===== src/rtl/dbgPkg.sv =====
`default_nettype none

package dbgPkg;

    // ==============================
    // Widths
    // ==============================

    // One byte on the serial link
    typedef logic [7:0] byte_t;

    // Scratch memory word address and word
    typedef logic [7:0] memAddr_t;
    typedef logic [15:0] memData_t;

    // ==============================
    // Message types
    // ==============================

    // Type byte of a message, zero is a filler that the receiver skips
    typedef enum logic [7:0] {
        MsgNop      = 8'h00,
        MsgSetLed   = 8'h01,
        MsgFillMem  = 8'h02,
        MsgReadMem  = 8'h03,
        MsgReadResp = 8'h83
    } msgType_t;

    // Payload bytes kept per message, extra ones are counted and dropped
    localparam int MsgMaxPayloadLen = 5;

    // Output byte queue depth, also the initial byte credit count
    localparam int OutQueueDepth = 8;

endpackage

`default_nettype wire


===== src/rtl/dbgIfc.sv =====
`default_nettype none

// One framed message, valid for one cycle, credit returned on consumption
interface msgIfc #(
    parameter int MsgMaxPayloadLen = dbgPkg::MsgMaxPayloadLen
);
    logic valid;
    dbgPkg::byte_t msgType;
    dbgPkg::byte_t payloadLen;
    dbgPkg::byte_t [MsgMaxPayloadLen-1:0] payload;
    logic credit;

    modport sender (output valid, msgType, payloadLen, payload, input credit);
    modport receiver (input valid, msgType, payloadLen, payload, output credit);
endinterface


// Scratch memory port, req held until gnt, read data one cycle after gnt
interface memIfc;
    logic req;
    logic write;
    dbgPkg::memAddr_t addr;
    dbgPkg::memData_t wdata;
    logic gnt;
    logic rdataValid;
    dbgPkg::memData_t rdata;

    modport requester (
        output req, write, addr, wdata,
        input gnt, rdataValid, rdata
    );
    modport responder (
        input req, write, addr, wdata,
        output gnt, rdataValid, rdata
    );
endinterface

`default_nettype wire


===== src/rtl/memFillAgent.sv =====
`default_nettype none

module memFillAgent (
    input wire clk,
    input wire rstN,
    msgIfc.receiver cmd,
    memIfc.requester mem
);
    typedef enum logic {FillIdle, FillRun} fillState_t;

    fillState_t state;
    dbgPkg::byte_t remaining;
    dbgPkg::memAddr_t addr;
    dbgPkg::memData_t data;
    logic done;

    // Payload is addr, count, seedHi, seedLo
    always_ff @(posedge clk or negedge rstN) begin
        if (!rstN) begin
            state <= FillIdle;
            remaining <= '0;
            done <= 1'b0;
        end else begin
            done <= 1'b0;
            case (state)
                FillIdle: begin
                    if (cmd.valid) begin
                        remaining <= cmd.payload[1];
                        if (cmd.payload[1] == '0) begin
                            done <= 1'b1;
                        end else begin
                            state <= FillRun;
                        end
                    end
                end
                FillRun: begin
                    if (mem.gnt) begin
                        remaining <= remaining - 8'd1;
                        if (remaining == 8'd1) begin
                            done <= 1'b1;
                            state <= FillIdle;
                        end
                    end
                end
                default: state <= FillIdle;
            endcase
        end
    end

    // Address wraps at 256 on its own
    always_ff @(posedge clk) begin
        if (state == FillIdle && cmd.valid) begin
            addr <= cmd.payload[0];
            data <= {cmd.payload[2], cmd.payload[3]};
        end else if (mem.gnt) begin
            addr <= addr + 1'b1;
            data <= data + 1'b1;
        end
    end

    assign mem.req = (state == FillRun);
    assign mem.write = 1'b1;
    assign mem.addr = addr;
    assign mem.wdata = data;
    assign cmd.credit = done;

endmodule

`default_nettype wire


===== src/flat_wrapper.sv =====
// flat-port wrapper written by rule: the top's interface ports become plain ports
module memFillAgent_flat 
  (clk, rstN, cmd_valid, cmd_msgType, cmd_payloadLen, cmd_payload, cmd_credit, mem_req, mem_write, mem_addr, mem_wdata, mem_gnt, mem_rdataValid, mem_rdata);
  msgIfc cmd_i ();
  memIfc mem_i ();
  input wire clk;
  input wire rstN;
  input wire logic [$bits(cmd_i.valid)-1:0] cmd_valid;
  input wire logic [$bits(cmd_i.msgType)-1:0] cmd_msgType;
  input wire logic [$bits(cmd_i.payloadLen)-1:0] cmd_payloadLen;
  input wire logic [$bits(cmd_i.payload)-1:0] cmd_payload;
  output wire logic [$bits(cmd_i.credit)-1:0] cmd_credit;
  output wire logic [$bits(mem_i.req)-1:0] mem_req;
  output wire logic [$bits(mem_i.write)-1:0] mem_write;
  output wire logic [$bits(mem_i.addr)-1:0] mem_addr;
  output wire logic [$bits(mem_i.wdata)-1:0] mem_wdata;
  input wire logic [$bits(mem_i.gnt)-1:0] mem_gnt;
  input wire logic [$bits(mem_i.rdataValid)-1:0] mem_rdataValid;
  input wire logic [$bits(mem_i.rdata)-1:0] mem_rdata;
  assign cmd_i.valid = cmd_valid;
  assign cmd_i.msgType = cmd_msgType;
  assign cmd_i.payloadLen = cmd_payloadLen;
  assign cmd_i.payload = cmd_payload;
  assign cmd_credit = cmd_i.credit;
  assign mem_req = mem_i.req;
  assign mem_write = mem_i.write;
  assign mem_addr = mem_i.addr;
  assign mem_wdata = mem_i.wdata;
  assign mem_i.gnt = mem_gnt;
  assign mem_i.rdataValid = mem_rdataValid;
  assign mem_i.rdata = mem_rdata;
  memFillAgent u_core (.clk(clk), .rstN(rstN), .cmd(cmd_i), .mem(mem_i));
endmodule

===== config.mk =====
export PLATFORM = sky130hd
export DESIGN_NAME = memFillAgent_flat
export DESIGN_NICKNAME = d
export VERILOG_FILES = /design/src/rtl/dbgPkg.sv /design/src/rtl/dbgIfc.sv /design/src/rtl/memFillAgent.sv /design/src/flat_wrapper.sv
export SDC_FILE = /design/constraint.sdc
export NUM_CORES = 1
export LEC_CHECK = 0
export ABC_CLOCK_PERIOD_IN_PS = 2500
export BUFFER_PORTS_ARGS = -buffer_cell sky130_fd_sc_hd__buf_4
export CORE_MARGIN = 1
export CORE_UTILIZATION = 35
export DETAILED_ROUTE_END_ITERATION = 12
export SYNTH_ARGS = -nofsm -noshare
export SYNTH_HDL_FRONTEND = slang
export SYNTH_SLANG_ARGS = --single-unit
export TNS_END_PERCENT = 1

===== constraint.sdc =====
create_clock -name clk -period 2.5 [get_ports clk]
set_clock_uncertainty 0.2 [all_clocks]
set_input_delay 0.5 -clock clk [delete_from_list [all_inputs] [get_ports clk]]
set_output_delay 0.5 -clock clk [all_outputs]
set_load 0.05 [all_outputs]

-- Word level (Yosys, flattened, before mapping)
Index checks and enable logic that the tools add are counted.
Widths: inputs -> output; s select.
- bits in registers: 34
- input bits: 77
- add/subtract/negate cells: 3
- eq/ne operators: 3
- mux-type cells: 17
- bitwise logic cells: 1
- reductions and logical operators: 4
- operators by type and width (operator ; number):
    $mux 16 ; 2
    $mux 8 ; 4
    $add 16x1->16 const B ; 1
    $pmux 8 s2 ; 1
    $add 8x1->8 const B ; 1
    $eq 8x1->1 const B ; 1
    $logic_not 8->1 ; 1
    $mux 1 ; 8
    $sub 8x1->8 const B ; 1
    $ne 2x2->1 const B ; 2
    $pmux 1 s2 ; 2
    $reduce_and 2->1 ; 1
    $reduce_bool 2->1 ; 1
    $logic_and 1x1->1 ; 1
    $not 1->1 ; 1

-- Logic depth before layout (Yosys ltp)
- word-level depth: 4
- mapped depth: 6

-- Least setup slack after synthesis
No wires, ideal clock.
- kind: reg-to-reg
- start point: register u_core.state (netlist: u_core.mem.req)
- end point: register u_core.addr[0] (netlist: u_core.mem.addr[0]), enable pin
- setup time: 0.430 ns
- arrival: 1.765 ns
- required time: 1.870 ns
- slack: 0.105 ns
- cell stages (with the launch flop): 5
- clock period less this slack: 2.395 ns
- cell sequence: dfrtp_1 -> buf_2 -> nand2b_1 -> clkbuf_1 -> nand2b_1
- word-level cells in the longest chain between the ends: 3
- RTL lines (element ; RTL line ; RTL):
    start, declared ; memFillAgent.sv:11 ; fillState_t state;
    start signal, assigned ; memFillAgent.sv:20 ; state <= FillIdle;
    start signal, assigned ; memFillAgent.sv:32 ; state <= FillRun;
    start signal, assigned ; memFillAgent.sv:41 ; state <= FillIdle;
    $not 1->1 ; memFillAgent.sv:52 ; if (state == FillIdle && cmd.valid) begin
    $logic_and 1x1->1 ; memFillAgent.sv:52 ;
    $reduce_bool 2->1 (no source line) ; -- ;
    end signal, assigned ; memFillAgent.sv:53 ; addr <= cmd.payload[0];
    end signal, assigned ; memFillAgent.sv:56 ; addr <= addr + 1'b1;
    end, declared ; memFillAgent.sv:13 ; dbgPkg::memAddr_t addr;
No other way between the ends.
A chain may end at the register's enable or synchronous reset.

-- Worst setup path after layout
- start point: register u_core.data[0] (netlist: u_core.mem.wdata[0])
- end point: register u_core.data[14] (netlist: u_core.mem.wdata[14]), data pin
- word-level cells in the longest chain between the ends: 3
- RTL lines (element ; RTL line ; RTL):
    start, declared ; memFillAgent.sv:14 ; dbgPkg::memData_t data;
    start signal, assigned ; memFillAgent.sv:54 ; data <= {cmd.payload[2], cmd.payload[3]};
    start signal, assigned ; memFillAgent.sv:57 ; data <= data + 1'b1;
    $add 16x1->16 ; memFillAgent.sv:57 ;
    $mux 16 ; memFillAgent.sv:55 ; end else if (mem.gnt) begin
    $mux 16 ; memFillAgent.sv:52 ;
No other way between the ends. The select of a mux whose other input is x is not followed.

==> out/qor_table.md <==
| Result | Value |
| --- | --- |
| Status | finished clean |
| # H-tree levels | 2 |
| Synthesized-area fraction occupied by adder cells | 2.47% |
| Worst reg2reg endpoint | u_core.mem.wdata[14] |
| Period utilisation layout | 78.6% |
| Ant diodes | 0 |
| Startpoint of the worst-slack reg-to-reg timing path | u_core.mem.wdata[0] |
| Via count of the first global-routing pass | 1,612 |
| Maximum resistive drop on vdd | 0.780 mV |
| Vias post-DR | 1,691 |
| Share of the synthesized area in the top cell type | 35.6% |
| Flip-flop and latch count after synthesis | 34 |
| Vertical die dimension | 78.1 microns |
| Unrepaired setup endpoints after global routing | no |
| Worst Hold End | u_core.mem.addr[5] |
| Critical Path AT | 1.79 ns |
| Clock tree buffer depth | 2 |
| Dominant combinational cell family by area after synthesis | simple AND/OR/NAND/NOR gates |
| Post-Syn Nets | 289 |
| Total length of routed wires | 4560 microns |
| Total of endpoints with negative setup slack in the final report | 0 |
| Non-filler instance count after layout | 344 |
| Required time reported for the critical path endpoint | 2.33 ns |
| Highest net fanout along the worst path | 5 |
| Leak pwr | 1.10 nW |
| Number of cells on the worst hold path | 3 |
| Fraction of layout instances using a drive strength above 1 | 29.8% |
| Count of input and output buffers | 61 |
| Number of buffers created by CTS | 5 |
| Gp weighted congestion | 0.781 |
| Clock insertion delay at the later pin of the skew report | 0.28 ns |
| Hold slack | 0.285 ns |
| Sequential share of the synthesized area | 48.0% |
| Reg area | 971 sq um |
| Fillcell total | 555 |
| Portion of total power attributed to combinational logic | 46.7% |
| Avg Inst Size Synth | 9.73 sq um |
| Signed area change from the synthesized netlist to the final layout | 34.7% |
| Achievable clock frequency | 509 MHz |
| Post-detailed-route wirelength per cell | 13.2 microns |
| Placed Instances | 335 |
| Largest area contributor in the synthesized netlist | edfxtp_1 |
| Portion of netlist area occupied by mux cells | 1.48% |
| Final #Nets | 352 |
| Count of flip-flops with a built-in enable after synthesis | 24 |
| Dominant synthesized flop cell | edfxtp_1 |
| Drt first pass iters | 4 |
| Number of antenna violations at the first check in global routing | 0 |
| Type of the worst min-delay path | in -> reg |
| Distinct cell type count after synthesis | 37 |
| Simple logic cell fraction of the synthesized area | 23.0% |
| Depth of the most critical reg-to-reg path | 5 |
| Synth Warn # | 0 |
| Portion of total power attributed to the clock network | 17.7% |
| Register share of total power | 35.5% |
| Maximum number of pins on one net before global-route repair | 25 |
| Final HPWL from detailed placement | 3410 microns |
| Aggregate global-route resource usage | 16.5% |
| TritonCTS clock tree | built |
| Core Box Area | 0.00554 sq mm |
| Number of placement rows | 27 |
| Share of the synthesized area in compound gates (AO/OA/AOI/OAI) | 10.7% |
| Number of cells upsized or downsized after cts | 0 |
| Remaining number of nets flagged by the antenna check after routing | 0 |
| Switching part of the total power | 44.4% |
| Worst min-delay path startpoint | cmd_payload[5] |
| R2R Setup Slk | 0.54 ns |
| First-pass GRT wire length | 7680 microns |
| Overall die area | 0.00609 sq mm |
| Leading cell type by number of instances after synthesis | nand2_1 |
| Internal power contribution | 1.97 mW |
| Total area of multi-input combinational cells | 987 sq um |
| Clock transition at the register clock pins on the worst setup and hold paths after CTS | 0.07 ns |
| NetSw | 1.57 mW |
| Total Neg Setup Slack | 0 ns |
| Minimum clock period after layout | 1.96 ns |
| Violation count after the first detailed-routing iteration | 74 |
| Total count of max-transition violations in the final report | 0 |
| CP endpoint kind | flip-flop |
| Area of the mapped netlist | 0.00202 sq mm |
| Leftover overflow at the end of global routing | 0 |
| TritonCTS sink count | 34 |
| Final hold vios | 0 |
| Leading cell types by count after synthesis | nand2_1 (34), edfxtp_1 (24), xnor2_1 (16) |
| Critical path launch point type | flip-flop |
| Cell at the root of the clock tree | clkbuf_8 |
| Number of max-capacitance violations reported | 0 |
| Post-Synth XOR/XNOR Area | 10.8% |
| Critical path class | reg -> reg |
| Proportion of synthesized flip-flops having asynchronous set or reset | 29.4% |
| Vias per std cell | 4.92 |
| Starting utilization of the core area | 36.5% |
| Instance count of the mapped netlist | 208 |
| Dominant cells by area after synthesis | edfxtp_1 (36%), dfrtp_1 (12%), xnor2_1 (6.9%) |
| I/O pins | 104 |
| P per Cell Area | 1300 mW/mm^2 |
| Remaining design rule violation count | 0 |
| Width of the chip | 78.1 microns |
[cell type report]
| cell class | count | share of cell area, % |
|---|---|---|
| repair buffers | 67 | 19.0 |
| flip-flops and latches | 34 | 35.6 |
| clock inverters | 2 | 2.20 |
| well taps | 72 | 3.30 |
| inverters | 5 | 0.688 |
| multi-input cells | 158 | 36.2 |
| clock buffers | 6 | 3.03 |
[per-stage QoR]
stage / area [sq um] / setup slack (ns) / power (mW) / util (%)
floorplan: 2020 / 0.105 / 2.43 / -
global placement: 2570 / 0.596 / 2.91 / 46.5
detailed placement: 2570 / 0.556 / 2.95 / 46.5
CTS: 2730 / 0.534 / 3.59 / 49.2
global route: 2730 / 0.363 / 3.79 / 49.2
finish: 2730 / 0.536 / 3.55 / 49.2
[logic make-up after synthesis]
logic type,after synthesis
and+or+nand+nor,87
AOI/OAI and AO/OA,38
DFF,34
xor gates and xnor gates,25
buffers and inverters,16
adders and majority gates,4
muxes,3
other,1
[metal layers]
| layer | up-vias | global-route usage (%) | part of all wire [%] |
|---|---|---|---|
| met1 | 776 | 22.7 | 47 |
| li1 | 862 | - | - |
| met5 | - | 0 | 0 |
| met4 | 0 | 5.56 | 1.3 |
| met3 | 8 | 3.72 | 5.5 |
| met2 | 45 | 25.4 | 47 |
[flip-flops by register name, summed over array words and instances (netlist names)]
signal	count
u_core.mem.addr	8
u_core.mem.wdata	16
u_core.remaining	8
u_core.cmd.credit	1
u_core.mem.req	1
[critical path, stage by stage, from the launching register on]
cell and delay [ns]:
edfxtp_1 0.43, ha_1 0.29, nand3_1 0.23, nor4_4 0.31, xnor2_1 0.15, a21oi_1 0.09
[what timing repair did]
item,4_1_cts,5_1_grt
hold endpoints to repair,10,0
setup buffers,0,0
hold buffers,1,0
[power groups by stage]
| stage | combinational, mW | sequential, mW | clock, mW |
|---|---|---|---|
| 2_1_floorplan | 0.658 | 1.77 | 0 |
| 3_3_place_gp | 1.65 | 1.26 | 0 |
| 3_5_place_dp | 1.67 | 1.27 | 0 |
| 4_1_cts | 1.67 | 1.26 | 0.651 |
| 5_1_grt | 1.81 | 1.31 | 0.677 |
| 6_report | 1.66 | 1.26 | 0.629 |
[layout by cell type (no fill, tap or decap), types with 2 or more instances in the layout]
cell	n
xnor2_1	16
nand2b_1	2
inv_1	5
mux2i_1	3
o21ai_1	6
nor2_1	10
nand3_1	11
nor4_2	2
o21ai_0	14
a211oi_1	5
ha_1	4
dfrtp_1	10
a21oi_1	9
xor2_1	9
clkbuf_8	6
nand4_1	3
bufinv_16	2
nor3_1	6
nor4_1	2
buf_4	65
nand2_1	34
edfxtp_1	24
nor2b_1	4
and3_1	5
[how the worst max path moves through the flow]
stage	startpoint	endpoint	slack [ns]	cells after the start
floorplan	u_core.mem.req	u_core.mem.addr[0]	0.11	4
global placement	u_core.mem.wdata[0]	u_core.mem.wdata[14]	0.60	5
detailed placement	u_core.mem.wdata[0]	u_core.mem.wdata[14]	0.56	5
CTS	u_core.mem.wdata[0]	u_core.mem.wdata[14]	0.53	5
global route	u_core.mem.wdata[0]	u_core.mem.wdata[14]	0.36	5
finish	u_core.mem.wdata[0]	u_core.mem.wdata[14]	0.54	5
Power figures use the tool's default switching activity.
