File: config.mk
export PLATFORM = sky130hd
export DESIGN_NAME = msgDispatch_flat
export DESIGN_NICKNAME = d
export VERILOG_FILES = /design/src/rtl/dbgPkg.sv /design/src/rtl/dbgIfc.sv /design/src/rtl/msgDispatch.sv /design/src/flat_wrapper.sv
export SDC_FILE = /design/constraint.sdc
export NUM_CORES = 1
export LEC_CHECK = 0
export ABC_AREA = 0
export BUFFER_PORTS_ARGS = -buffer_cell sky130_fd_sc_hd__buf_2
export CORE_MARGIN = 2
export CORE_UTILIZATION = 35
export CTS_BUF_LIST = sky130_fd_sc_hd__clkbuf_2
export CTS_CLUSTER_SIZE = 16
export DETAILED_ROUTE_END_ITERATION = 10
export GPL_TIMING_DRIVEN = 0
export MAX_ROUTING_LAYER = met4
export PLACE_DENSITY = 0.7
export SLEW_MARGIN = 0
export SYNTH_ARGS = -nofsm -noshare
export SYNTH_HDL_FRONTEND = slang
export SYNTH_SLANG_ARGS = --single-unit
File: constraint.sdc
create_clock -name clk -period 5.65 [get_ports clk]
set_input_delay 0.2825 -clock clk [delete_from_list [all_inputs] [get_ports clk]]
set_output_delay 0.2825 -clock clk [all_outputs]
set_load 0.02 [all_outputs]
File: src/rtl/dbgPkg.sv
`default_nettype none

package dbgPkg;

    // ==============================
    // Widths
    // ==============================

    // One byte on the serial link
    typedef logic [7:0] byte_t;

    // Scratch memory word address and word
    typedef logic [7:0] memAddr_t;
    typedef logic [15:0] memData_t;

    // ==============================
    // Message types
    // ==============================

    // Type byte of a message, zero is a filler that the receiver skips
    typedef enum logic [7:0] {
        MsgNop      = 8'h00,
        MsgSetLed   = 8'h01,
        MsgFillMem  = 8'h02,
        MsgReadMem  = 8'h03,
        MsgReadResp = 8'h83
    } msgType_t;

    // Payload bytes kept per message, extra ones are counted and dropped
    localparam int MsgMaxPayloadLen = 5;

    // Output byte queue depth, also the initial byte credit count
    localparam int OutQueueDepth = 8;

endpackage

`default_nettype wire

File: src/rtl/dbgIfc.sv
`default_nettype none

// One framed message, valid for one cycle, credit returned on consumption
interface msgIfc #(
    parameter int MsgMaxPayloadLen = dbgPkg::MsgMaxPayloadLen
);
    logic valid;
    dbgPkg::byte_t msgType;
    dbgPkg::byte_t payloadLen;
    dbgPkg::byte_t [MsgMaxPayloadLen-1:0] payload;
    logic credit;

    modport sender (output valid, msgType, payloadLen, payload, input credit);
    modport receiver (input valid, msgType, payloadLen, payload, output credit);
endinterface


`default_nettype wire

File: src/rtl/msgDispatch.sv
`default_nettype none

module msgDispatch #(
    parameter int MsgMaxPayloadLen = dbgPkg::MsgMaxPayloadLen
) (
    input wire clk,
    input wire rstN,
    msgIfc.receiver rxMsg,
    msgIfc.sender fillCmd,
    msgIfc.sender readCmd,
    output logic [3:0] led
);
    typedef enum logic [1:0] {DspIdle, DspFill, DspRead} dspState_t;

    dspState_t state;
    logic canFill;
    logic canRead;
    logic rxCredit;
    logic fillValid;
    logic readValid;
    dbgPkg::byte_t heldType;
    dbgPkg::byte_t heldLen;
    dbgPkg::byte_t [MsgMaxPayloadLen-1:0] heldPayload;

    always_ff @(posedge clk or negedge rstN) begin
        if (!rstN) begin
            state <= DspIdle;
            canFill <= 1'b1;
            canRead <= 1'b1;
            rxCredit <= 1'b0;
            fillValid <= 1'b0;
            readValid <= 1'b0;
            led <= '0;
        end else begin
            rxCredit <= 1'b0;
            fillValid <= 1'b0;
            readValid <= 1'b0;
            if (fillCmd.credit) begin
                canFill <= 1'b1;
            end
            if (readCmd.credit) begin
                canRead <= 1'b1;
            end
            case (state)
                DspIdle: begin
                    if (rxMsg.valid) begin
                        case (rxMsg.msgType)
                            dbgPkg::MsgSetLed: begin
                                led <= rxMsg.payload[0][3:0];
                                rxCredit <= 1'b1;
                            end
                            dbgPkg::MsgFillMem: state <= DspFill;
                            dbgPkg::MsgReadMem: state <= DspRead;
                            // Unknown types
                            default: rxCredit <= 1'b1;
                        endcase
                    end
                end
                // Held until the agent is free
                DspFill: begin
                    if (canFill) begin
                        fillValid <= 1'b1;
                        canFill <= 1'b0;
                        rxCredit <= 1'b1;
                        state <= DspIdle;
                    end
                end
                DspRead: begin
                    if (canRead) begin
                        readValid <= 1'b1;
                        canRead <= 1'b0;
                        rxCredit <= 1'b1;
                        state <= DspIdle;
                    end
                end
                default: state <= DspIdle;
            endcase
        end
    end

    always_ff @(posedge clk) begin
        if (state == DspIdle && rxMsg.valid) begin
            heldType <= rxMsg.msgType;
            heldLen <= rxMsg.payloadLen;
            heldPayload <= rxMsg.payload;
        end
    end

    assign rxMsg.credit = rxCredit;

    assign fillCmd.valid = fillValid;
    assign fillCmd.msgType = heldType;
    assign fillCmd.payloadLen = heldLen;
    assign fillCmd.payload = heldPayload;

    assign readCmd.valid = readValid;
    assign readCmd.msgType = heldType;
    assign readCmd.payloadLen = heldLen;
    assign readCmd.payload = heldPayload;

endmodule

`default_nettype wire

File: src/flat_wrapper.sv
// flat-port wrapper written by rule: the top's interface ports become plain ports
module msgDispatch_flat 
#(
    parameter int MsgMaxPayloadLen = dbgPkg::MsgMaxPayloadLen
)
  (clk, rstN, led, rxMsg_valid, rxMsg_msgType, rxMsg_payloadLen, rxMsg_payload, rxMsg_credit, fillCmd_valid, fillCmd_msgType, fillCmd_payloadLen, fillCmd_payload, fillCmd_credit, readCmd_valid, readCmd_msgType, readCmd_payloadLen, readCmd_payload, readCmd_credit);
  msgIfc #(.MsgMaxPayloadLen(MsgMaxPayloadLen)) rxMsg_i ();
  msgIfc #(.MsgMaxPayloadLen(MsgMaxPayloadLen)) fillCmd_i ();
  msgIfc #(.MsgMaxPayloadLen(MsgMaxPayloadLen)) readCmd_i ();
  input wire clk;
  input wire rstN;
  output logic [3:0] led;
  input wire logic [$bits(rxMsg_i.valid)-1:0] rxMsg_valid;
  input wire logic [$bits(rxMsg_i.msgType)-1:0] rxMsg_msgType;
  input wire logic [$bits(rxMsg_i.payloadLen)-1:0] rxMsg_payloadLen;
  input wire logic [$bits(rxMsg_i.payload)-1:0] rxMsg_payload;
  output wire logic [$bits(rxMsg_i.credit)-1:0] rxMsg_credit;
  output wire logic [$bits(fillCmd_i.valid)-1:0] fillCmd_valid;
  output wire logic [$bits(fillCmd_i.msgType)-1:0] fillCmd_msgType;
  output wire logic [$bits(fillCmd_i.payloadLen)-1:0] fillCmd_payloadLen;
  output wire logic [$bits(fillCmd_i.payload)-1:0] fillCmd_payload;
  input wire logic [$bits(fillCmd_i.credit)-1:0] fillCmd_credit;
  output wire logic [$bits(readCmd_i.valid)-1:0] readCmd_valid;
  output wire logic [$bits(readCmd_i.msgType)-1:0] readCmd_msgType;
  output wire logic [$bits(readCmd_i.payloadLen)-1:0] readCmd_payloadLen;
  output wire logic [$bits(readCmd_i.payload)-1:0] readCmd_payload;
  input wire logic [$bits(readCmd_i.credit)-1:0] readCmd_credit;
  assign rxMsg_i.valid = rxMsg_valid;
  assign rxMsg_i.msgType = rxMsg_msgType;
  assign rxMsg_i.payloadLen = rxMsg_payloadLen;
  assign rxMsg_i.payload = rxMsg_payload;
  assign rxMsg_credit = rxMsg_i.credit;
  assign fillCmd_valid = fillCmd_i.valid;
  assign fillCmd_msgType = fillCmd_i.msgType;
  assign fillCmd_payloadLen = fillCmd_i.payloadLen;
  assign fillCmd_payload = fillCmd_i.payload;
  assign fillCmd_i.credit = fillCmd_credit;
  assign readCmd_valid = readCmd_i.valid;
  assign readCmd_msgType = readCmd_i.msgType;
  assign readCmd_payloadLen = readCmd_i.payloadLen;
  assign readCmd_payload = readCmd_i.payload;
  assign readCmd_i.credit = readCmd_credit;
  msgDispatch #(.MsgMaxPayloadLen(MsgMaxPayloadLen)) u_core (.clk(clk), .rstN(rstN), .rxMsg(rxMsg_i), .fillCmd(fillCmd_i), .readCmd(readCmd_i), .led(led));
endmodule
; ---- Word level (Yosys, flattened, before mapping)
; Index checks and enable logic that the tools add are counted.
[totals]
output_inout_bits = 119
n_memories = 0
romBits = 0
mem_bits_rw = 0
wordCells = 46
latch_bits = 0
regBits = 67
[classes]
shift = 0
div = 0
bitwise = 0
n_eq_ne = 9
n_mul = 0
n_reduce_logical = 5
n_lt_le_gt_ge = 0
add_sub_neg = 0
n_mux = 18
[op_table]
columns = operator, n
row1 = $eq 8x2->1 const B, 2
row2 = $mux 1, 12
row3 = $eq 8x1->1 const B, 1
row4 = $mux 2, 3
row5 = $pmux 2 s3, 1
row6 = $ne 2x1->1 const B, 2
row7 = $pmux 2 s2, 1
row8 = $reduce_and 4->1, 1
row9 = $ne 3x3->1 const B, 1
row10 = $pmux 1 s3, 1
row11 = $reduce_and 3->1, 1
row12 = $eq 2x1->1 const B, 1
row13 = $eq 2x2->1 const B, 1
row14 = $logic_not 2->1, 1
row15 = $ne 2x2->1 const B, 1
row16 = $reduce_or 2->1, 1
row17 = $logic_and 1x1->1, 1

; ---- Longest topological paths before layout
; Gate-level depths: netlist of the first run.
[logic_depth]
word_depth = 5
mapped_depth = 5
ltp_nobuf = 5

; ---- Worst setup path after synthesis of the first run
; No wires, ideal clock.
[synth_timing]
path_kind = register to register
start = register u_core.state[0]
end = register u_core.led[0]
period_less_slack_ns = 2.630
setup_slack_ns = 3.020
arrival_time_ns = 2.505
path_stages_with_launch = 6
n_path_buf = 0
cell_sequence = dfrtp_1 nor2_1 nand2_1 inv_1 and4_4 mux2_2
[synth_between]
elab_chain_cells = 2
[synth_lines]
columns = item, line
row1 = from (decl), msgDispatch.sv:15  ; dspState_t state;
row2 = from (signal assigned), msgDispatch.sv:27  ; state <= DspIdle;
row3 = from (signal assigned), msgDispatch.sv:52  ; dbgPkg::MsgFillMem: state <= DspFill;
row4 = from (signal assigned), msgDispatch.sv:53  ; dbgPkg::MsgReadMem: state <= DspRead;
row5 = $logic_not 2->1, msgDispatch.sv:44  ; case (state)
row6 = $reduce_and 3->1 (no source line), n/a
row7 = to (signal assigned), msgDispatch.sv:49  ; led <= rxMsg.payload[0][3:0];
row8 = to (decl), msgDispatch.sv:11  ; output logic [3:0] led
; Every way passes these cells.
; A chain may end at the register's enable or synchronous reset.

; ---- Worst setup path after layout of the first run
[layout_timing]
start = register u_core.state[0]
end = register u_core.led[2]
; The elaborated chain is that of the path after synthesis.

==> results.md, run 1 <==
- Status: complete, no violations
- Unique masters post-synth: 16
- Final-report setup violation count: 0
- Post-synth EDFFs: between 50 and 60
- CORE AREA: roughly 0.007 mm^2
- Post-DR wirelength/cell: between 10 and 15 um
- FF-to-FF Start: u_core.state[0]
- Drt total wl: 6300 um
- Data required, critical path: 6000 ps
- Total die area: 0.00798 mm^2
- Postcts setup bufs: 0
- Hold depth: 1
- Synth warn: 0
- Peak VDD IR: between 100 and 150 uV
- Worst-Margin Slew: around 720 ps
- Vias: 1967
- PD cells: between 200 and 250 mW/mm^2
- Largest net degree at the start of global routing: 34
- Asr flop ratio synth: 0.164
- Placed wire-length estimate: 4430 um
- Crit-path cells: nor2_1 -> nand2_1 -> inv_2 -> buf_16 -> and4_4 -> mux2_2
- CP peak stage delay: between 500 and 600 ps
- Initial Util: 0.357
- Sequential fraction of the synthesis area: 0.768
- Die W: between 80 and 90 um
- Vias in the first global route: roughly 1.8k
- Antenna diodes: 0
- Root buf cell: clkbuf_2
- Class of the worst hold path: input port to register
- Hold wc startpoint: rxMsg_msgType[0]
- Vias/cell: between 3 and 4
- Skew-Pair Late Insertion Delay: around 450 ps
- Final core utilization: 0.596
- Final min period: roughly 2100 ps
- Syn Std Cell Area: ~0.0025 mm^2
- Clock skew: roughly 12 ps
- Top cells by instance count after synthesis: buf_4, edfxtp_1, dfrtp_1, nor2_1, mux2_2
- CTS tree: built
- Gr ovfl total: 0
- Final-report hold violation count: 0
- FMAX: between 400 and 500 MHz
- Mean post-synth cell area: roughly 17 um^2
- Setup crit start: u_core.state[0]
- TritonCTS Sinks: 67
- GPL Wtd Cong: between 0.6 and 0.7
- Relative slew slack: 0.517
- Initial DRC Count: 31
- Flop-to-flop setup slack: around 3500 ps
- Critical path class: register to register
- Synth area leader: edfxtp_1
- CTS H-tree lvls: 3
- Tcrit/Tclk final: 0.377
- # rows: 31
- Die height: slightly below 90 um
- Ratio of cells with drive above 1 in the final layout: 0.648
- CTS hold repair buffers: between 50 and 60
- Hold endpoint: u_core.fillCmd.msgType[0]
- MaxCap Viol Count: 0
- Synth Instances: between 100 and 150
- Port Buf Inserts: approximately 180
- Fin. max-slew vios: 0
- Clk slew on worst S/H paths: roughly 160 ps
- Area added between synthesis and finish: 66.9%
- Final nets: 455
- Dpl cell area: approximately 0.0036 mm^2
- Critical path capture point type: register
- Fin area: between 0.004 and 0.005 mm^2
- Ys flop type: edfxtp_1
- Yosys reg bits: 67
- TritonRoute pass-1 iters: 4
- DRC: 0
- Worst path slowest cell: inv_2
- Total negative slack: 0 ps
- Share of the synthesized area in the top cell type: 0.659
- Total CTS buffers: 9
- Reg2reg end: u_core.led[2]
- First-pass GRT wire length: 8670 um
- Worst-case reg-to-reg path depth: 6
- Routed Antenna Nets: 0
- Clock buffer depth: 2
- Critical Path Start Type: register
- CP max FO: 33
- Buffers and inverters on the worst path: 2
- Post_cts resized: 0
- Top cells by area, synth: edfxtp_1, buf_4, dfrtp_1, dfstp_2, mux2_2
- Arrival @ worst endpoint: about 2500 ps
- Num ports: between 150 and 200
- Antenna violations before repair: 0
- Cell family with most CP delay: buffers and inverters
- Leakage: ~2 nW
- GRT Total Usage: 0.152
- Syn_nets: around 210
- RSZ-0062 raised after global routing: false
==> registers in the layout, summed over array words and instances (netlist names) <==
register,cells
u_core.fillCmd.payload,40
u_core.led,4
u_core.fillCmd.msgType,8
u_core.rxMsg.credit,1
u_core.canFill,1
u_core.state,2
u_core.fillCmd.payloadLen,8
u_core.fillCmd.valid,1
u_core.canRead,1
u_core.readCmd.valid,1
==> routing by layer <==
| metal | vias up | share of wire | global-route usage |
|---|---|---|---|
| met4 | 0 | 0.010 | 0.0611 |
| met5 | - | 0 | - |
| met3 | 7 | 0.066 | 0.0332 |
| met1 | 910 | 0.36 | 0.164 |
| met2 | 90 | 0.56 | 0.271 |
| li1 | 960 | - | - |
==> worst register-to-register path: stages, from the launching register on <==
cell and delay [ps]:
dfrtp_1 450, nor2_1 100, nand2_1 80, inv_2 540, buf_16 270, and4_4 270
mux2_2 330
==> final cells by class <==
| cell class | count | area (um^2) |
|---|---|---|
| clock buffers | 11 | 55.1 |
| clock inverters | 4 | 42.5 |
| plain buffers | 56 | 420 |
| well taps | 99 | 124 |
| inverters | 2 | 7.51 |
| repair buffers | 236 | 1480 |
| multi-input cells | 22 | 163 |
| flip-flops and latches | 67 | 1960 |
| fillers | 592 | 2880 |
==> how the worst max path moves through the flow <==
| stage | cells after the start | end | slack [ps] |
|---|---|---|---|
| after floorplan | 5 | u_core.led[0] | 3020 |
| after global placement | 5 | u_core.led[2] | 2500 |
| after detailed placement | 6 | u_core.led[0] | 3510 |
| after CTS | 6 | u_core.led[2] | 3480 |
| after global routing | 6 | u_core.led[2] | 3310 |
| final | 6 | u_core.led[2] | 3520 |
==> cell families after synthesis <==
kind of cell    Yosys count  synth area share
compound gates            3            0.0103
simple gates             15            0.0358
buf+inv                  58             0.168
mux                       4            0.0177
flops                    67             0.768
==> power by group <==
| part | switching [mW] | internal [mW] |
|---|---|---|
| clock | 0.154 | 0.101 |
| sequential | 0.0119 | 0.565 |
| combinational | 0.101 | 0.0965 |
==> placed cells by master, fill, tap and decap left out <==
cell / netlist / routed
clkbuf_2: 0 / 11
inv_2: 0 / 1
nor4_4: 1 / 1
edfxtp_1: 56 / 56
buf_2: 0 / 179
a211o_1: 1 / 1
inv_1: 2 / 1
nand3_1: 1 / 1
dfrtp_1: 9 / 9
o32ai_1: 2 / 2
clkinv_1: 0 / 2
buf_16: 0 / 1
bufinv_16: 0 / 1
buf_4: 56 / 56
nor3b_1: 1 / 1
nor2b_1: 1 / 1
nor2_1: 6 / 6
and4_4: 1 / 1
dlygate4sd3_1: 0 / 56
dfstp_2: 2 / 2
clkinv_2: 0 / 1
and3_1: 1 / 1
mux2_2: 4 / 4
nand2_1: 3 / 3
==> per-stage QoR <==
step                setup slack [ps]  hold slack (ps)  cells  total power, mW
CTS                             3480             3.45    496             1.04
detailed placement              3510              164    426            0.756
global route                    3310             6.46    497             1.08
finish                          3520             59.8    497             1.03
global placement                2500              160    425            0.750
floorplan                       3020            -13.1    147            0.684
Power figures use the tool's default switching activity.
==> inputs of run 2 (changes only) <==
--- a/config.mk
+++ b/config.mk
@@ -14,7 +14,7 @@
 export DETAILED_ROUTE_END_ITERATION = 10
 export GPL_TIMING_DRIVEN = 0
 export MAX_ROUTING_LAYER = met4
-export PLACE_DENSITY = 0.7
+export PLACE_DENSITY = 0.73
 export SLEW_MARGIN = 0
 export SYNTH_ARGS = -nofsm -noshare
 export SYNTH_HDL_FRONTEND = slang
==> constraint.sdc (replaced) <==
create_clock -name clk -period 1.88 [get_ports clk]
set_input_delay 0.094 -clock clk [delete_from_list [all_inputs] [get_ports clk]]
set_output_delay 0.094 -clock clk [all_outputs]
set_load 0.02 [all_outputs]
==> results.md, run 2 (same netlist as run 1, synthesis figures left out) <==
- Die W: 89.4 um (unchanged)
- TritonCTS Sinks: 67 (unchanged)
- Clk slew on worst S/H paths: 170 ps (about the same)
- DRC: 0 (unchanged)
- Switching Power: 0.823 mW (+210%)
- Post-DR wirelength/cell: 13.4 um (+5.5%)
- Area added between synthesis and finish: 68.5%
- CORE AREA: 0.00714 mm^2 (unchanged)
- Critical path capture point type: register
- Leakage: 2.06 nW (+0.27%)
- Root buf cell: clkbuf_2
- Setup ws final: 156 ps (-3360 ps)
- Clock skew: 30.1 ps (+17.7 ps)
- Vias in the first global route: 1993 (+9.1%)
- Vias/cell: 4.05 (+2.3%)
- Vias: 2052 (+4.3%)
- GRT Total Usage: 0.168 (+0.0154)
- Total CTS buffers: 9 (unchanged)
- Status: complete, no violations
- Peak VDD IR: 374 uV (+200%)
- Fin. max-slew vios: 0 (unchanged)
- First-pass GRT wire length: 9370 um (+8.0%)
- Data required, critical path: 2270 ps (-3730 ps)
- Tcrit/Tclk final: 0.917
- Pwr Total: 2.98 mW (+190%)
- Skew-Pair Late Insertion Delay: 470 ps (+20 ps)
- Final nets: 464 (+2.0%)
- Top sig layer: met4
- Class of the worst hold path: input port to asynchronous set/reset pin
- Placed wire-length estimate: 4420 um (-0.25%)
- GPL Wtd Cong: 0.707 (+3.9%)
- TritonRoute pass-1 iters: 4 (unchanged)
- RSZ-0062 raised after global routing: false
- Max reg flops: 40 (unchanged)
- Pre-CTS WS: -599 ps (-4110 ps)
- Final min period: 1720 ps
- CTS tree: built
- Num ports: 180 (unchanged)
- Relative slew slack: 0.697 (+0.181)
- Die height: 89.4 um (unchanged)
- Initial DRC Count: 47 (+52%)
- Largest net degree at the start of global routing: 30 (-12%)
- Clock buffer depth: 2 (unchanged)
- Switching share of power: 0.276 (+0.0160)
- Critical path class: input port to register
- Internal power: 2.16 mW (+180%)
- # rows: 31 (unchanged)
- Total die area: 0.00798 mm^2 (unchanged)
- Port Buf Inserts: 179 (unchanged)
- PD cells: 694 mW/mm^2 (+190%)
- Combinational Power Share: 0.204 (+0.012)
- Drt total wl: 6780 um (+7.6%)
- Critical Path Start Type: input port
- MaxCap Viol Count: 0 (unchanged)
- Final-report setup violation count: 0 (unchanged)
- Arrival @ worst endpoint: 2110 ps (-370 ps)
- WL met2: 3690 um (+4.4%)
- Worst-Margin Slew: 453 ps (-271 ps)
- Ratio of cells with drive above 1 in the final layout: 0.640 (-0.00854)
- Met3 WL: 482 um (+15%)
- Clock share of power: 0.214 (-0.034)
- Final-report hold violation count: 0 (unchanged)
- Commonest non-fill, non-tap cell in the layout: buf_2
- Initial Util: 0.357 (unchanged)
- Gr ovfl total: 0 (unchanged)
- Most frequent cells in the layout: buf_2, dlygate4sd3_1, buf_4
- Routed Antenna Nets: 0 (unchanged)
- Antenna violations before repair: 0 (unchanged)
- Antenna diodes: 0 (unchanged)
- CTS H-tree lvls: 3 (unchanged)
- Wire length on met1: 2480 um (+8.8%)
- Sequential Power Share: 0.582 (+0.022)
- FMAX: ~580 MHz
- CP max FO: 3 (-91%)
run 2: final cells by class:
cell class / instances / area, um^2
Sequential cell: 67 / 1960
Clock inverter: 5 / 20.0
Buffer: 56 / 420
Fill cell: 599 / 2840
Clock buffer: 11 / 55.1
Timing Repair Buffer: 242 / 1520
Multi-Input combinational cell: 22 / 163
Timing Repair inverter: 3 / 22.5
Tap cell: 99 / 124
Inverter: 2 / 11.3
run 2: power by group through the flow:
stage	sequential [mW]	clock, mW	combinational [mW]
floorplan	1.86	0	0.201
finish	1.73	0.639	0.609
CTS	1.73	0.660	0.604
detailed placement	1.77	0	0.499
global route	1.74	0.722	0.651
global placement	1.76	0	0.491
run 2: final timing paths:
| path | slack (ps) | startpoint | end | depth (start not counted) |
|---|---|---|---|---|
| worst max register to register | 200 | u_core.state[0] | u_core.led[1] | 5 |
| worst min-delay path | 80 | rstN | u_core.canRead | 2 |
| min in group clk | 250 | rxMsg_valid | u_core.state[0] | 3 |
| worst min register to register | 520 | u_core.canFill | u_core.canFill | 2 |
| worst max-delay path | 160 | rxMsg_msgType[3] | u_core.rxMsg.credit | 6 |
| max in group asynchronous | 940 | rstN | u_core.state[0] | 3 |
run 2: through the flow:
| step | utilization | cells | hold WS (ps) | TNS, ps | area [um^2] |
|---|---|---|---|---|---|
| 2_1_floorplan | - | 147 | -202 | -735 | 2550 |
| 3_3_place_gp | 0.501 | 425 | -27.1 | -17310 | 3570 |
| 3_5_place_dp | 0.501 | 425 | -25.6 | -18840 | 3570 |
| 4_1_cts | 0.599 | 504 | 41.2 | -10.1 | 4270 |
| 5_1_grt | 0.602 | 507 | 55.7 | 0 | 4300 |
| 6_report | 0.602 | 507 | 83.9 | 0 | 4300 |
run 2: repair_timing:
item,4_1_cts,5_1_grt
endpoints found under the setup margin,62,48
gates resized for setup,1,2
endpoints found under the hold margin,76,0
cloned,2,1
hold buffers,61,0
buffers inserted,0,2
run 2: layer usage:
layer  GRT usage  up-vias
li1            -      980
met2       0.311       97
met5           -        -
met3      0.0342       12
met1       0.167      963
met4      0.0760        0
run 2: worst max-delay path, cell delays in order:
cell	delay, ps
dlygate4sd3_1	530
buf_2	140
nor4_4	290
dlygate4sd3_1	600
nand3_1	140
a211o_1	310
