===== src/rtl/dbgPkg.sv =====
`default_nettype none

package dbgPkg;

    // ==============================
    // Widths
    // ==============================

    // One byte on the serial link
    typedef logic [7:0] byte_t;

    // Scratch memory word address and word
    typedef logic [7:0] memAddr_t;
    typedef logic [15:0] memData_t;

    // ==============================
    // Message types
    // ==============================

    // Type byte of a message, zero is a filler that the receiver skips
    typedef enum logic [7:0] {
        MsgNop      = 8'h00,
        MsgSetLed   = 8'h01,
        MsgFillMem  = 8'h02,
        MsgReadMem  = 8'h03,
        MsgReadResp = 8'h83
    } msgType_t;

    // Payload bytes kept per message, extra ones are counted and dropped
    localparam int MsgMaxPayloadLen = 5;

    // Output byte queue depth, also the initial byte credit count
    localparam int OutQueueDepth = 8;

endpackage

`default_nettype wire


===== src/rtl/dbgIfc.sv =====
`default_nettype none

// One framed message, valid for one cycle, credit returned on consumption
interface msgIfc #(
    parameter int MsgMaxPayloadLen = dbgPkg::MsgMaxPayloadLen
);
    logic valid;
    dbgPkg::byte_t msgType;
    dbgPkg::byte_t payloadLen;
    dbgPkg::byte_t [MsgMaxPayloadLen-1:0] payload;
    logic credit;

    modport sender (output valid, msgType, payloadLen, payload, input credit);
    modport receiver (input valid, msgType, payloadLen, payload, output credit);
endinterface

// Byte stream into the output queue, one credit per queue slot
interface byteIfc #(
    parameter int OutQueueDepth = dbgPkg::OutQueueDepth
);
    logic valid;
    dbgPkg::byte_t data;
    logic credit;

    modport sender (output valid, data, input credit);
    modport receiver (input valid, data, output credit);
endinterface

// Scratch memory port, req held until gnt, read data one cycle after gnt
interface memIfc;
    logic req;
    logic write;
    dbgPkg::memAddr_t addr;
    dbgPkg::memData_t wdata;
    logic gnt;
    logic rdataValid;
    dbgPkg::memData_t rdata;

    modport requester (
        output req, write, addr, wdata,
        input gnt, rdataValid, rdata
    );
    modport responder (
        input req, write, addr, wdata,
        output gnt, rdataValid, rdata
    );
endinterface

`default_nettype wire


===== src/rtl/memReadAgent.sv =====
`default_nettype none

module memReadAgent #(
    parameter int OutQueueDepth = dbgPkg::OutQueueDepth
) (
    input wire clk,
    input wire rstN,
    msgIfc.receiver cmd,
    memIfc.requester mem,
    byteIfc.sender txByte
);
    localparam int CreditW = $clog2(OutQueueDepth + 1);

    typedef enum logic [2:0] {RdIdle, RdType, RdLen, RdReq, RdData, RdLow} rdState_t;

    rdState_t state;
    dbgPkg::byte_t remaining;
    dbgPkg::memAddr_t addr;
    dbgPkg::byte_t loByte;
    logic [CreditW-1:0] credits;
    logic push;
    dbgPkg::byte_t pushData;
    logic txValid;
    dbgPkg::byte_t txData;
    logic done;

    // One credit per byte, the low byte rides on the credit kept at the grant
    always_comb begin
        push = 1'b0;
        pushData = loByte;
        case (state)
            RdType: begin
                push = (credits != '0);
                pushData = dbgPkg::MsgReadResp;
            end
            RdLen: begin
                push = (credits != '0);
                pushData = {remaining[6:0], 1'b0};
            end
            RdData: begin
                push = mem.rdataValid;
                pushData = mem.rdata[15:8];
            end
            RdLow: push = 1'b1;
            default: ;
        endcase
    end

    always_ff @(posedge clk or negedge rstN) begin
        if (!rstN) begin
            state <= RdIdle;
            remaining <= '0;
            credits <= CreditW'(OutQueueDepth);
            txValid <= 1'b0;
            done <= 1'b0;
        end else begin
            txValid <= push;
            done <= 1'b0;
            case ({txByte.credit, push})
                2'b10: credits <= credits + 1'b1;
                2'b01: credits <= credits - 1'b1;
                default: ;
            endcase
            case (state)
                RdIdle: begin
                    if (cmd.valid) begin
                        remaining <= cmd.payload[1];
                        state <= RdType;
                    end
                end
                RdType: begin
                    if (push) begin
                        state <= RdLen;
                    end
                end
                RdLen: begin
                    if (push) begin
                        done <= (remaining == '0);
                        state <= (remaining == '0) ? RdIdle : RdReq;
                    end
                end
                RdReq: begin
                    if (mem.gnt) begin
                        state <= RdData;
                    end
                end
                RdData: begin
                    if (mem.rdataValid) begin
                        state <= RdLow;
                    end
                end
                RdLow: begin
                    remaining <= remaining - 8'd1;
                    done <= (remaining == 8'd1);
                    state <= (remaining == 8'd1) ? RdIdle : RdReq;
                end
                default: state <= RdIdle;
            endcase
        end
    end

    always_ff @(posedge clk) begin
        txData <= pushData;
        if (state == RdIdle && cmd.valid) begin
            addr <= cmd.payload[0];
        end else if (mem.gnt) begin
            addr <= addr + 1'b1;
        end
        if (state == RdData && mem.rdataValid) begin
            loByte <= mem.rdata[7:0];
        end
    end

    // Only ask for a word when both of its bytes fit
    assign mem.req = (state == RdReq) && (credits >= CreditW'(2));
    assign mem.write = 1'b0;
    assign mem.addr = addr;
    assign mem.wdata = '0;

    assign txByte.valid = txValid;
    assign txByte.data = txData;
    assign cmd.credit = done;

endmodule

`default_nettype wire


===== src/flat_wrapper.sv =====
// flat-port wrapper written by rule: the top's interface ports become plain ports
module memReadAgent_flat 
#(
    parameter int OutQueueDepth = dbgPkg::OutQueueDepth
)
  (clk, rstN, cmd_valid, cmd_msgType, cmd_payloadLen, cmd_payload, cmd_credit, mem_req, mem_write, mem_addr, mem_wdata, mem_gnt, mem_rdataValid, mem_rdata, txByte_valid, txByte_data, txByte_credit);
  msgIfc cmd_i ();
  memIfc mem_i ();
  byteIfc #(.OutQueueDepth(OutQueueDepth)) txByte_i ();
  input wire clk;
  input wire rstN;
  input wire logic [$bits(cmd_i.valid)-1:0] cmd_valid;
  input wire logic [$bits(cmd_i.msgType)-1:0] cmd_msgType;
  input wire logic [$bits(cmd_i.payloadLen)-1:0] cmd_payloadLen;
  input wire logic [$bits(cmd_i.payload)-1:0] cmd_payload;
  output wire logic [$bits(cmd_i.credit)-1:0] cmd_credit;
  output wire logic [$bits(mem_i.req)-1:0] mem_req;
  output wire logic [$bits(mem_i.write)-1:0] mem_write;
  output wire logic [$bits(mem_i.addr)-1:0] mem_addr;
  output wire logic [$bits(mem_i.wdata)-1:0] mem_wdata;
  input wire logic [$bits(mem_i.gnt)-1:0] mem_gnt;
  input wire logic [$bits(mem_i.rdataValid)-1:0] mem_rdataValid;
  input wire logic [$bits(mem_i.rdata)-1:0] mem_rdata;
  output wire logic [$bits(txByte_i.valid)-1:0] txByte_valid;
  output wire logic [$bits(txByte_i.data)-1:0] txByte_data;
  input wire logic [$bits(txByte_i.credit)-1:0] txByte_credit;
  assign cmd_i.valid = cmd_valid;
  assign cmd_i.msgType = cmd_msgType;
  assign cmd_i.payloadLen = cmd_payloadLen;
  assign cmd_i.payload = cmd_payload;
  assign cmd_credit = cmd_i.credit;
  assign mem_req = mem_i.req;
  assign mem_write = mem_i.write;
  assign mem_addr = mem_i.addr;
  assign mem_wdata = mem_i.wdata;
  assign mem_i.gnt = mem_gnt;
  assign mem_i.rdataValid = mem_rdataValid;
  assign mem_i.rdata = mem_rdata;
  assign txByte_valid = txByte_i.valid;
  assign txByte_data = txByte_i.data;
  assign txByte_i.credit = txByte_credit;
  memReadAgent #(.OutQueueDepth(OutQueueDepth)) u_core (.clk(clk), .rstN(rstN), .cmd(cmd_i), .mem(mem_i), .txByte(txByte_i));
endmodule

===== config.mk =====
export PLATFORM = sky130hd
export DESIGN_NAME = memReadAgent_flat
export DESIGN_NICKNAME = d
export VERILOG_FILES = /design/src/rtl/dbgPkg.sv /design/src/rtl/dbgIfc.sv /design/src/rtl/memReadAgent.sv /design/src/flat_wrapper.sv
export SDC_FILE = /design/constraint.sdc
export NUM_CORES = 1
export LEC_CHECK = 0
export BUFFER_PORTS_ARGS = -buffer_cell sky130_fd_sc_hd__buf_4
export CAP_MARGIN = 20
export CORE_ASPECT_RATIO = 1.1
export CORE_UTILIZATION = 50
export DETAILED_ROUTE_END_ITERATION = 10
export GPL_TIMING_DRIVEN = 1
export PLACE_DENSITY = 0.86
export SYNTH_ARGS = -nofsm -noshare
export SYNTH_HDL_FRONTEND = slang
export SYNTH_SLANG_ARGS = --single-unit
export TNS_END_PERCENT = 1

===== constraint.sdc =====
create_clock -name clk -period 7.3 [get_ports clk]
set_input_delay 1.46 -clock clk [delete_from_list [all_inputs] [get_ports clk]]
set_output_delay 1.46 -clock clk [all_outputs]
set_load 0.02 [all_outputs]

# == Word level (Yosys, flattened, before mapping) ==
# Cells that the tools add are included.
# W data, S select, Z words.
# word_totals
ff_bits,41
input_bits,78
output_inout_bits,36
wordCells,55
# classes
add_sub_neg,4
magnitude_cmp,1
eq_ne,13
mux,17
n_reduce_logical,12
# op_table
op,count
$mux W8,3
$pmux W8 S3,1
$pmux W3 S6,1
$pmux W8 S2,1
$mux W3,5
$add A8 B1 Y8 const B,1
$eq A8 B1 Y1 const B,1
$logic_not A8 Y1,1
$pmux W4 S2,1
$sub A8 B1 Y8 const B,1
$eq A3 B2 Y1 const B,2
$eq A3 B3 Y1 const B,2
$ne A2 B2 Y1 const B,3
$reduce_bool A2 Y1,3
$reduce_and A5 Y1,1
$add A4 B1 Y4 const B,1
$ge A4 B2 Y1 const B,1
$mux W2,2
$ne A2 B1 Y1 const B,2
$reduce_bool A4 Y1,1
$sub A4 B1 Y4 const B,1
$eq A3 B1 Y1 const B,1
$logic_and A1 B1 Y1,3
$logic_not A3 Y1,1
7 further kinds,7

# == Logic depth before layout (Yosys ltp) ==
# Gate-level depths: netlist of the first run.
# logic_depth
word_depth,5
ltp_mapped,13

# == Worst setup path before layout of the first run ==
# No wires, ideal clock.
# synth_path
kind,reg2out
startpoint,reg u_core.state[1]
endpoint,out mem_req
arrival_time_ps,1479
slack_ps,4361
stages_incl_launch_ff,5
path_cell_list,dfrtp_1 clkbuf_1 buf_2 nand2_1 nor3_1
# synth_via
elab_chain_len,2
# synth_rtl
element,line,rtl
start: declaration,memReadAgent.sv:16,rdState_t state;
start signal: assignment,memReadAgent.sv:51,state <= RdIdle;
start signal: assignment,memReadAgent.sv:68,state <= RdType;
start signal: assignment,memReadAgent.sv:73,state <= RdLen;
$eq A3 B2 Y1,memReadAgent.sv:115,assign mem.req = (state == RdReq) && (credits >= CreditW'(2));
$logic_and A1 B1 Y1,memReadAgent.sv:115,
end: declaration,flat_wrapper.sv:17,output wire logic [$bits(mem_i.req)-1:0] mem_req;
# No other way between the ends.

# == Final worst setup path of the first run ==
# Ends and elaborated chain as after synthesis.

==> out/summary.log, run 1 <==
[grt] largest net degree at the start of global routing 28
[layout] area of all sequential standard cells 0.001067 sq mm
[worst_setup_path] Arrival @ worst endpoint 1.79 ns
[logic_synthesis] part of the Yosys area used for sequential elements 0.4492
[pwr] maximum ir drop on the vdd rail 0.0002579 V
[layout] fraction of layout instances using a drive strength above 1 0.2500
[job] number of maximum-capacitance constraint violations 0
[run_status] outcome complete, no violations
[clocking] clk_lat worst skew 0.30 ns
[logic_synthesis] synth cell count leaders sky130_fd_sc_hd__nand2_1, sky130_fd_sc_hd__buf_4, sky130_fd_sc_hd__dfrtp_1, sky130_fd_sc_hd__edfxtp_1, sky130_fd_sc_hd__a21oi_1
[pwr] static power due to leakage 1.191 nW
[logic_synthesis] share of synthesized flip-flops with an asynchronous set or reset 0.4146
[layout] antenna diode count 0
[sta] minimum hold slack 0.5024 ns
[placement] Routability Congestion 0.8491
[route] first-pass iteration count of the detailed router 4
[worst_setup_path] startpoint types register
[worst_setup_path] worst-path cell with the longest stage delay sky130_fd_sc_hd__dfrtp_1
[die] initial cell density of the core 0.5349
[placement] pre-CTS setup slack 4.099 ns
[sta] setup ws final 4.051 ns
[grt] number of global-route vias before repair 1816
[sta] final total negative setup slack 0 ns
[placement] number of buffer cells added on primary ports 56
[worst_setup_path] critical setup path kind reg2out
[route] 1st-iter DRT viols 165
[clocking] CTS resizes 0
[sta] unrepaired setup endpoints after global routing no
[logic_synthesis] top-area cell type share of the netlist area 0.2022
[layout] multi-input logic area 0.001149 sq mm
[die] chip width 67.73 microns
[die] number of ports placed on the die boundary 114
[logic_synthesis] predominant post-synthesis flop cell sky130_fd_sc_hd__edfxtp_1
[clocking] postcts setup bufs 0
[placement] post-DP HPWL 3689 microns
[logic_synthesis] area of the mapped netlist 0.002376 sq mm
[sta] share of the clock period used by the worst path after layout 0.4451
[worst_setup_path] crit-path leading delay family flip-flops
[layout] Non-Filler Cell Area, Final 0.002815 sq mm
[grt] number of antenna violations at the first check in global routing 0
[route] number of remaining DRC errors 0
[die] die boundary height 74.30 microns
[clocking] Clock Tree Root sky130_fd_sc_hd__clkbuf_8
[logic_synthesis] library cell occupying the most area in the post-synthesis netlist sky130_fd_sc_hd__edfxtp_1
[logic_synthesis] number of register bits inferred by synthesis 41
[clocking] post-cts hold buffer count 0
[sta] clock tree skew after final layout 0.004321 ns
[layout] Layout area overhead 18.48%
[sta] max frequency 0.3078 GHz
[logic_synthesis] main area contributors after synthesis sky130_fd_sc_hd__edfxtp_1, sky130_fd_sc_hd__dfrtp_1, sky130_fd_sc_hd__dfxtp_1
[worst_setup_path] Critical Path Fanout Max 27
[logic_synthesis] library cells used by synthesis 57
[sta] headroom to the max-slew limit 0.4591
[clocking] Max Root-Sink Buffers 2
[sta] Hold Vio Cnt, Final 0
[die] Core Area 0.004442 sq mm
[placement] Placed Area 0.002734 sq mm
[grt] Global Route Usage Sum 0.2280
[sta] Final Max Tran Viols 0
[route] count of nets left with antenna violations after detail routing 0
[clocking] TritonCTS clock tree built
[layout] fillcell total 378
[worst_setup_path] capturing element type of the critical path output port
[die] Die ar. 0.005032 sq mm
[worst_setup_path] chain of cells forming the critical path nand2_1, nor3_1, buf_4
[worst_hold_path] class of the most critical hold timing path reg2reg
[sta] actual transition at the worst max-transition pin 0.8114 ns
[layout] Final nets 380
[logic_synthesis] number of flops mapped to enable cells by yosys 16
[route] final wirelength 5284 microns
[grt] first-pass GRT wire length 8355 microns
[route] detailed-route wire length per cell 15.10 microns
[clocking] clock transition at the register clock pins on the worst setup and hold paths after CTS 0.08 ns
[clocking] sink count of the clock tree 41
[clocking] CTS Buf Count 5
[grt] total congestion overflow 0
[logic_synthesis] number of instances in the synthesized netlist 247
[logic_synthesis] number of synthesis warnings 0
[pwr] total power density per cell area 444.3 mW/mm^2
[worst_setup_path] endpoint required time on the critical path 5.84 ns
[logic_synthesis] count leader, synth sky130_fd_sc_hd__nand2_1
[worst_setup_path] largest stage delay on the critical path 0.88 ns
[worst_setup_path] worst path buffer plus inverter count 1
[clocking] H-Tree Level Count 2
[sta] crit path time final 3.249 ns
[route] Vias per Instance 5.717
[die] number of placement rows 25
[route] number of vias in the routed layout 2001
[sta] setup violators final 0
[logic_synthesis] average footprint of a synthesized cell 9.620 sq um
-- area by class of cell --
cell class              instances  area share
inverters                       6    0.008000
multi-input cells             184      0.4080
clock inverters                 1    0.001778
clock buffers                   7     0.02711
repair buffers                 57      0.1520
well taps                      54     0.02400
flip-flops and latches         41      0.3791
-- flip-flops by register name (all words and copies together) (netlist names) --
signal               cells
u_core.cmd.credit        1
u_core.txByte.valid      1
u_core.loByte            8
u_core.remaining         8
u_core.mem.addr          8
u_core.txByte.data       8
u_core.state             3
u_core.credits           4
-- stage by stage --
step                      utilization  power, mW  std cells
final                          0.6338      1.251        350
after global routing           0.6338      1.345        350
after CTS                      0.6338      1.250        350
after detailed placement       0.6155      1.098        342
after global placement         0.6155      1.070        342
after floorplan                     -     0.9281        263
-- metal layers --
metal,vias up,part of all wire,track usage
li1,971,-,-
met1,942,0.39,0.2722
met2,77,0.53,0.3850
met3,11,0.056,0.03834
met4,0,0.021,0.1277
met5,-,0,0
-- where the power goes --
| part | internal (mW) | total [mW] | switching [mW] | leakage [nW] |
|---|---|---|---|---|
| sequential | 0.350 | 0.495 | 0.145 | 0.423 |
| combinational | 0.279 | 0.609 | 0.330 | 0.726 |
| clock | 0.0672 | 0.146 | 0.0792 | 0.0422 |
-- cell usage in the layout, fill, tap and decap left out, types with 2 or more instances in the layout --
| cell type | instances |
|---|---|
| sky130_fd_sc_hd__nand2_1 | 27 |
| sky130_fd_sc_hd__or2_2 | 2 |
| sky130_fd_sc_hd__o211ai_1 | 4 |
| sky130_fd_sc_hd__o22ai_1 | 8 |
| sky130_fd_sc_hd__dfxtp_1 | 8 |
| sky130_fd_sc_hd__nand4_1 | 2 |
| sky130_fd_sc_hd__inv_2 | 2 |
| sky130_fd_sc_hd__edfxtp_1 | 16 |
| sky130_fd_sc_hd__clkbuf_8 | 5 |
| sky130_fd_sc_hd__o21ai_1 | 12 |
| sky130_fd_sc_hd__nand2b_1 | 4 |
| sky130_fd_sc_hd__nor3_1 | 5 |
| sky130_fd_sc_hd__buf_4 | 57 |
| sky130_fd_sc_hd__nand3_1 | 9 |
| sky130_fd_sc_hd__nand3b_1 | 2 |
| sky130_fd_sc_hd__xor2_1 | 8 |
| sky130_fd_sc_hd__inv_1 | 4 |
| sky130_fd_sc_hd__a21oi_1 | 14 |
| sky130_fd_sc_hd__conb_1 | 17 |
| sky130_fd_sc_hd__xnor2_1 | 3 |
| sky130_fd_sc_hd__o221ai_1 | 6 |
| sky130_fd_sc_hd__a31oi_1 | 2 |
| sky130_fd_sc_hd__ha_1 | 7 |
| sky130_fd_sc_hd__nor2_1 | 11 |
| sky130_fd_sc_hd__dfrtp_1 | 16 |
| sky130_fd_sc_hd__o32ai_1 | 2 |
| sky130_fd_sc_hd__o21a_1 | 6 |
| sky130_fd_sc_hd__o21ai_0 | 3 |
| sky130_fd_sc_hd__and3_1 | 3 |
| sky130_fd_sc_hd__a221oi_1 | 4 |
| sky130_fd_sc_hd__clkbuf_1 | 2 |
-- path summary, 6_finish.rpt --
path	depth (start not counted)	to	start	slack (ns)
max	3	mem_req	u_core.state[1]	4.05
max in group asynchronous	1	u_core.credits[3]	rstN	6.03
min in group asynchronous	1	u_core.credits[1]	rstN	1.02
min	1	u_core.credits[3]	u_core.credits[3]	0.50
max reg2reg	11	u_core.credits[2]	u_core.credits[1]	4.52
min reg2reg	1	u_core.credits[3]	u_core.credits[3]	0.50
-- logic make-up (layout without fill, tap and decap cells) --
logic type | Yosys count | in the layout | share of synthesized area
compound gates | 70 | 70 | 0.2006
other cells | 1 | 17 | 0.001578
mux | 1 | 1 | 0.004739
fa+ha+maj | 7 | 7 | 0.03686
buf+inv | 38 | 71 | 0.09531
simple gates | 78 | 78 | 0.1711
flops | 41 | 41 | 0.4492
xor+xnor | 11 | 11 | 0.04055
Note: power is estimated with default switching activity, not from simulation.
==> run 2, diff against run 1 <==
- CORE_UTILIZATION: 50 -> 42
- PLACE_DENSITY: 0.86 -> 0.77
- clock period: 7.3 -> 2.7 ns (I/O delays scaled with it)
==> run 2 against run 1 <==
Net effect:
- utilization down 9.2 points
- combinational power rose to 3.0 times the previous value
- sequential power up 150%
- worst hold slack worse by 0.41 ns
- design area up 4.6%
==> out/summary.log, run 2 (synthesis gave the netlist of run 1 again) <==
[grt] largest net degree at the start of global routing 22
[layout] Final nets 387
[pwr] net switching power figure 1.485 mW
[sta] Hold Vio Cnt, Final 0
[placement] Routability Congestion 0.8284
[placement] number of buffer cells added on primary ports 56
[placement] pre-CTS setup slack 0.1422 ns
[worst_setup_path] launch point of the worst reg-to-reg path u_core.credits[0]
[pwr] internal power 2.061 mW
[pwr] sum of internal, switching and leakage power 3.546 mW
[worst_setup_path] largest stage delay on the critical path 0.56 ns
[sta] Final Max Tran Viols 0
[grt] first-pass GRT wire length 8114 microns
[grt] gr busiest metal met2
[grt] number of antenna violations at the first check in global routing 0
[die] Core Area 0.005430 sq mm
[die] die boundary height 80.89 microns
[sta] share of the clock period used by the worst path after layout 0.9306
[die] number of ports placed on the die boundary 114
[grt] met3 Use GR 0.03350
[route] first-pass iteration count of the detailed router 4
[pwr] part of the total power dissipated in combinational logic 0.513
[clocking] sink count of the clock tree 41
[pwr] static power due to leakage 1.249 nW
[clocking] Clock Tree Root sky130_fd_sc_hd__clkbuf_8
[worst_setup_path] chain of cells forming the critical path or4_4, o21ai_2, a21oi_1, a21o_1, ha_1, xor2_1, ha_1, a21oi_2, xor2_1, nor2_1, xor2_1
[grt] total congestion overflow 0
[worst_setup_path] Critical Path Fanout Max 5
[clocking] TritonCTS clock tree built
[route] count of nets left with antenna violations after detail routing 0
[clocking] clock transition at the register clock pins on the worst setup and hold paths after CTS 0.07 ns
[placement] post-DP HPWL 3838 microns
[die] initial cell density of the core 0.4376
[worst_setup_path] startpoint types register
[sta] minimum hold slack 0.09671 ns
[pwr] Sw Ratio 0.4188
[sta] final total negative setup slack 0 ns
[sta] max frequency 0.3980 GHz
[layout] fillcell total 490
[job] number of maximum-capacitance constraint violations 0
[grt] number of global-route vias before repair 1812
[layout] leading cell types in the layout, fill and taps excluded sky130_fd_sc_hd__buf_4, sky130_fd_sc_hd__nand2_1, sky130_fd_sc_hd__conb_1
[route] detailed-route wire length per cell 13.64 microns
[worst_setup_path] critical setup path kind reg2reg
[layout] multi-input logic area 0.001156 sq mm
[grt] met2 usage 0.3073
[grt] GR Util met1 0.2188
[worst_setup_path] worst-path cell with the longest stage delay sky130_fd_sc_hd__or4_4
[worst_setup_path] endpoint required time on the critical path 2.88 ns
[sta] setup ws final 0.1874 ns
[clocking] post-cts hold buffer count 0
[die] chip width 73.72 microns
[layout] area of all sequential standard cells 0.001067 sq mm
[pwr] clock power share 0.142
[sta] crit path time final 2.513 ns
[die] Die ar. 0.005962 sq mm
[layout] Layout area overhead 23.91%
[worst_setup_path] cell repeated most along the worst path sky130_fd_sc_hd__xor2_1
[worst_setup_path] capturing element type of the critical path register
[pwr] relative contribution of sequential cells to total power 0.345
[route] number of remaining DRC errors 0
[die] number of placement rows 28
[layout] leading cell type in the layout, fill and taps excluded sky130_fd_sc_hd__buf_4
[clocking] H-Tree Level Count 2
[route] 1st-iter DRT viols 104
[grt] Global Route Usage Sum 0.1807
[worst_setup_path] launching element of the worst setup path u_core.credits[0]
[clocking] Max Root-Sink Buffers 2
[sta] unrepaired setup endpoints after global routing no
[clocking] clk_lat worst skew 0.30 ns
[pwr] total power density per cell area 1204 mW/mm^2
[route] Vias per Instance 5.288
[sta] setup violators final 0
[run_status] outcome complete, no violations
[layout] antenna diode count 0
[sta] clock tree skew after final layout 0.004557 ns
[route] number of vias in the routed layout 1999
[clocking] CTS Buf Count 5
[route] final wirelength 5157 microns
[pwr] maximum ir drop on the vdd rail 0.0005761 V
[worst_hold_path] class of the most critical hold timing path in2async
[layout] fraction of layout instances using a drive strength above 1 0.2805
[worst_setup_path] Arrival @ worst endpoint 2.70 ns
-- run 2: cell count changes in the layout (fill, tap and decap cells not counted) --
cell,delta
sky130_fd_sc_hd__a21oi_1,-1
sky130_fd_sc_hd__a21oi_2,+1
sky130_fd_sc_hd__clkbuf_1,-2
sky130_fd_sc_hd__buf_4,+7
sky130_fd_sc_hd__o21ai_1,-1
sky130_fd_sc_hd__o21ai_2,+1
sky130_fd_sc_hd__clkbuf_16,+2
-- run 2: final timing paths --
path	to	slack (ns)	depth (start not counted)
max	u_core.credits[2]	0.19	11
min	u_core.credits[1]	0.1	1
max reg2reg	u_core.credits[2]	0.19	11
min reg2reg	u_core.credits[3]	0.51	1
max in group asynchronous	u_core.credits[3]	2.35	1
min in group clk	u_core.loByte[5]	0.41	1
-- run 2: stage by stage --
step / area [sq um] / instances / utilization
after floorplan: 2436 / 263 / -
after global placement: 2805 / 369 / 0.5166
after detailed placement: 2805 / 369 / 0.5166
after CTS: 2929 / 377 / 0.5394
after global routing: 2944 / 378 / 0.5422
final: 2944 / 378 / 0.5422
-- run 2: area by class of cell --
class                           instances  area share
Sequential cell                        41      0.3625
Clock inverter                          1    0.001700
Timing Repair Buffer                   64      0.1632
Clock buffer                            7     0.04037
Tap cell                               75     0.03187
Inverter                                6    0.007650
Multi-Input combinational cell        184      0.3927
-- run 2: repair_timing --
item                                    CTS  global route
gates resized for setup                   0             2
endpoints found under the setup margin    0             2
buffers inserted                          0             1
-- run 2: power groups by stage --
stage | Clock (mW) | Combinational, mW | Sequential, mW
finish | 0.504 | 1.82 | 1.22
CTS | 0.515 | 1.81 | 1.22
global route | 0.536 | 2.02 | 1.26
floorplan | 0 | 1.22 | 1.29
detailed placement | 0 | 1.80 | 1.23
global placement | 0 | 1.75 | 1.22
-- run 2: layer usage --
metal	vias to the layer above	part of all wire
met4	0	0.024
met5	-	0
li1	993	-
met3	12	0.053
met1	920	0.42
met2	74	0.50
-- run 2: critical path, delay by kind of cell, from the launching register on --
family	cells	cell delay, ns
AO/OA/AOI/OAI	4	0.52
adder cells (fa/ha/maj)	2	0.40
flip-flops	1	0.43
XOR/XNOR	3	0.44
AND/OR/NAND/NOR	2	0.62
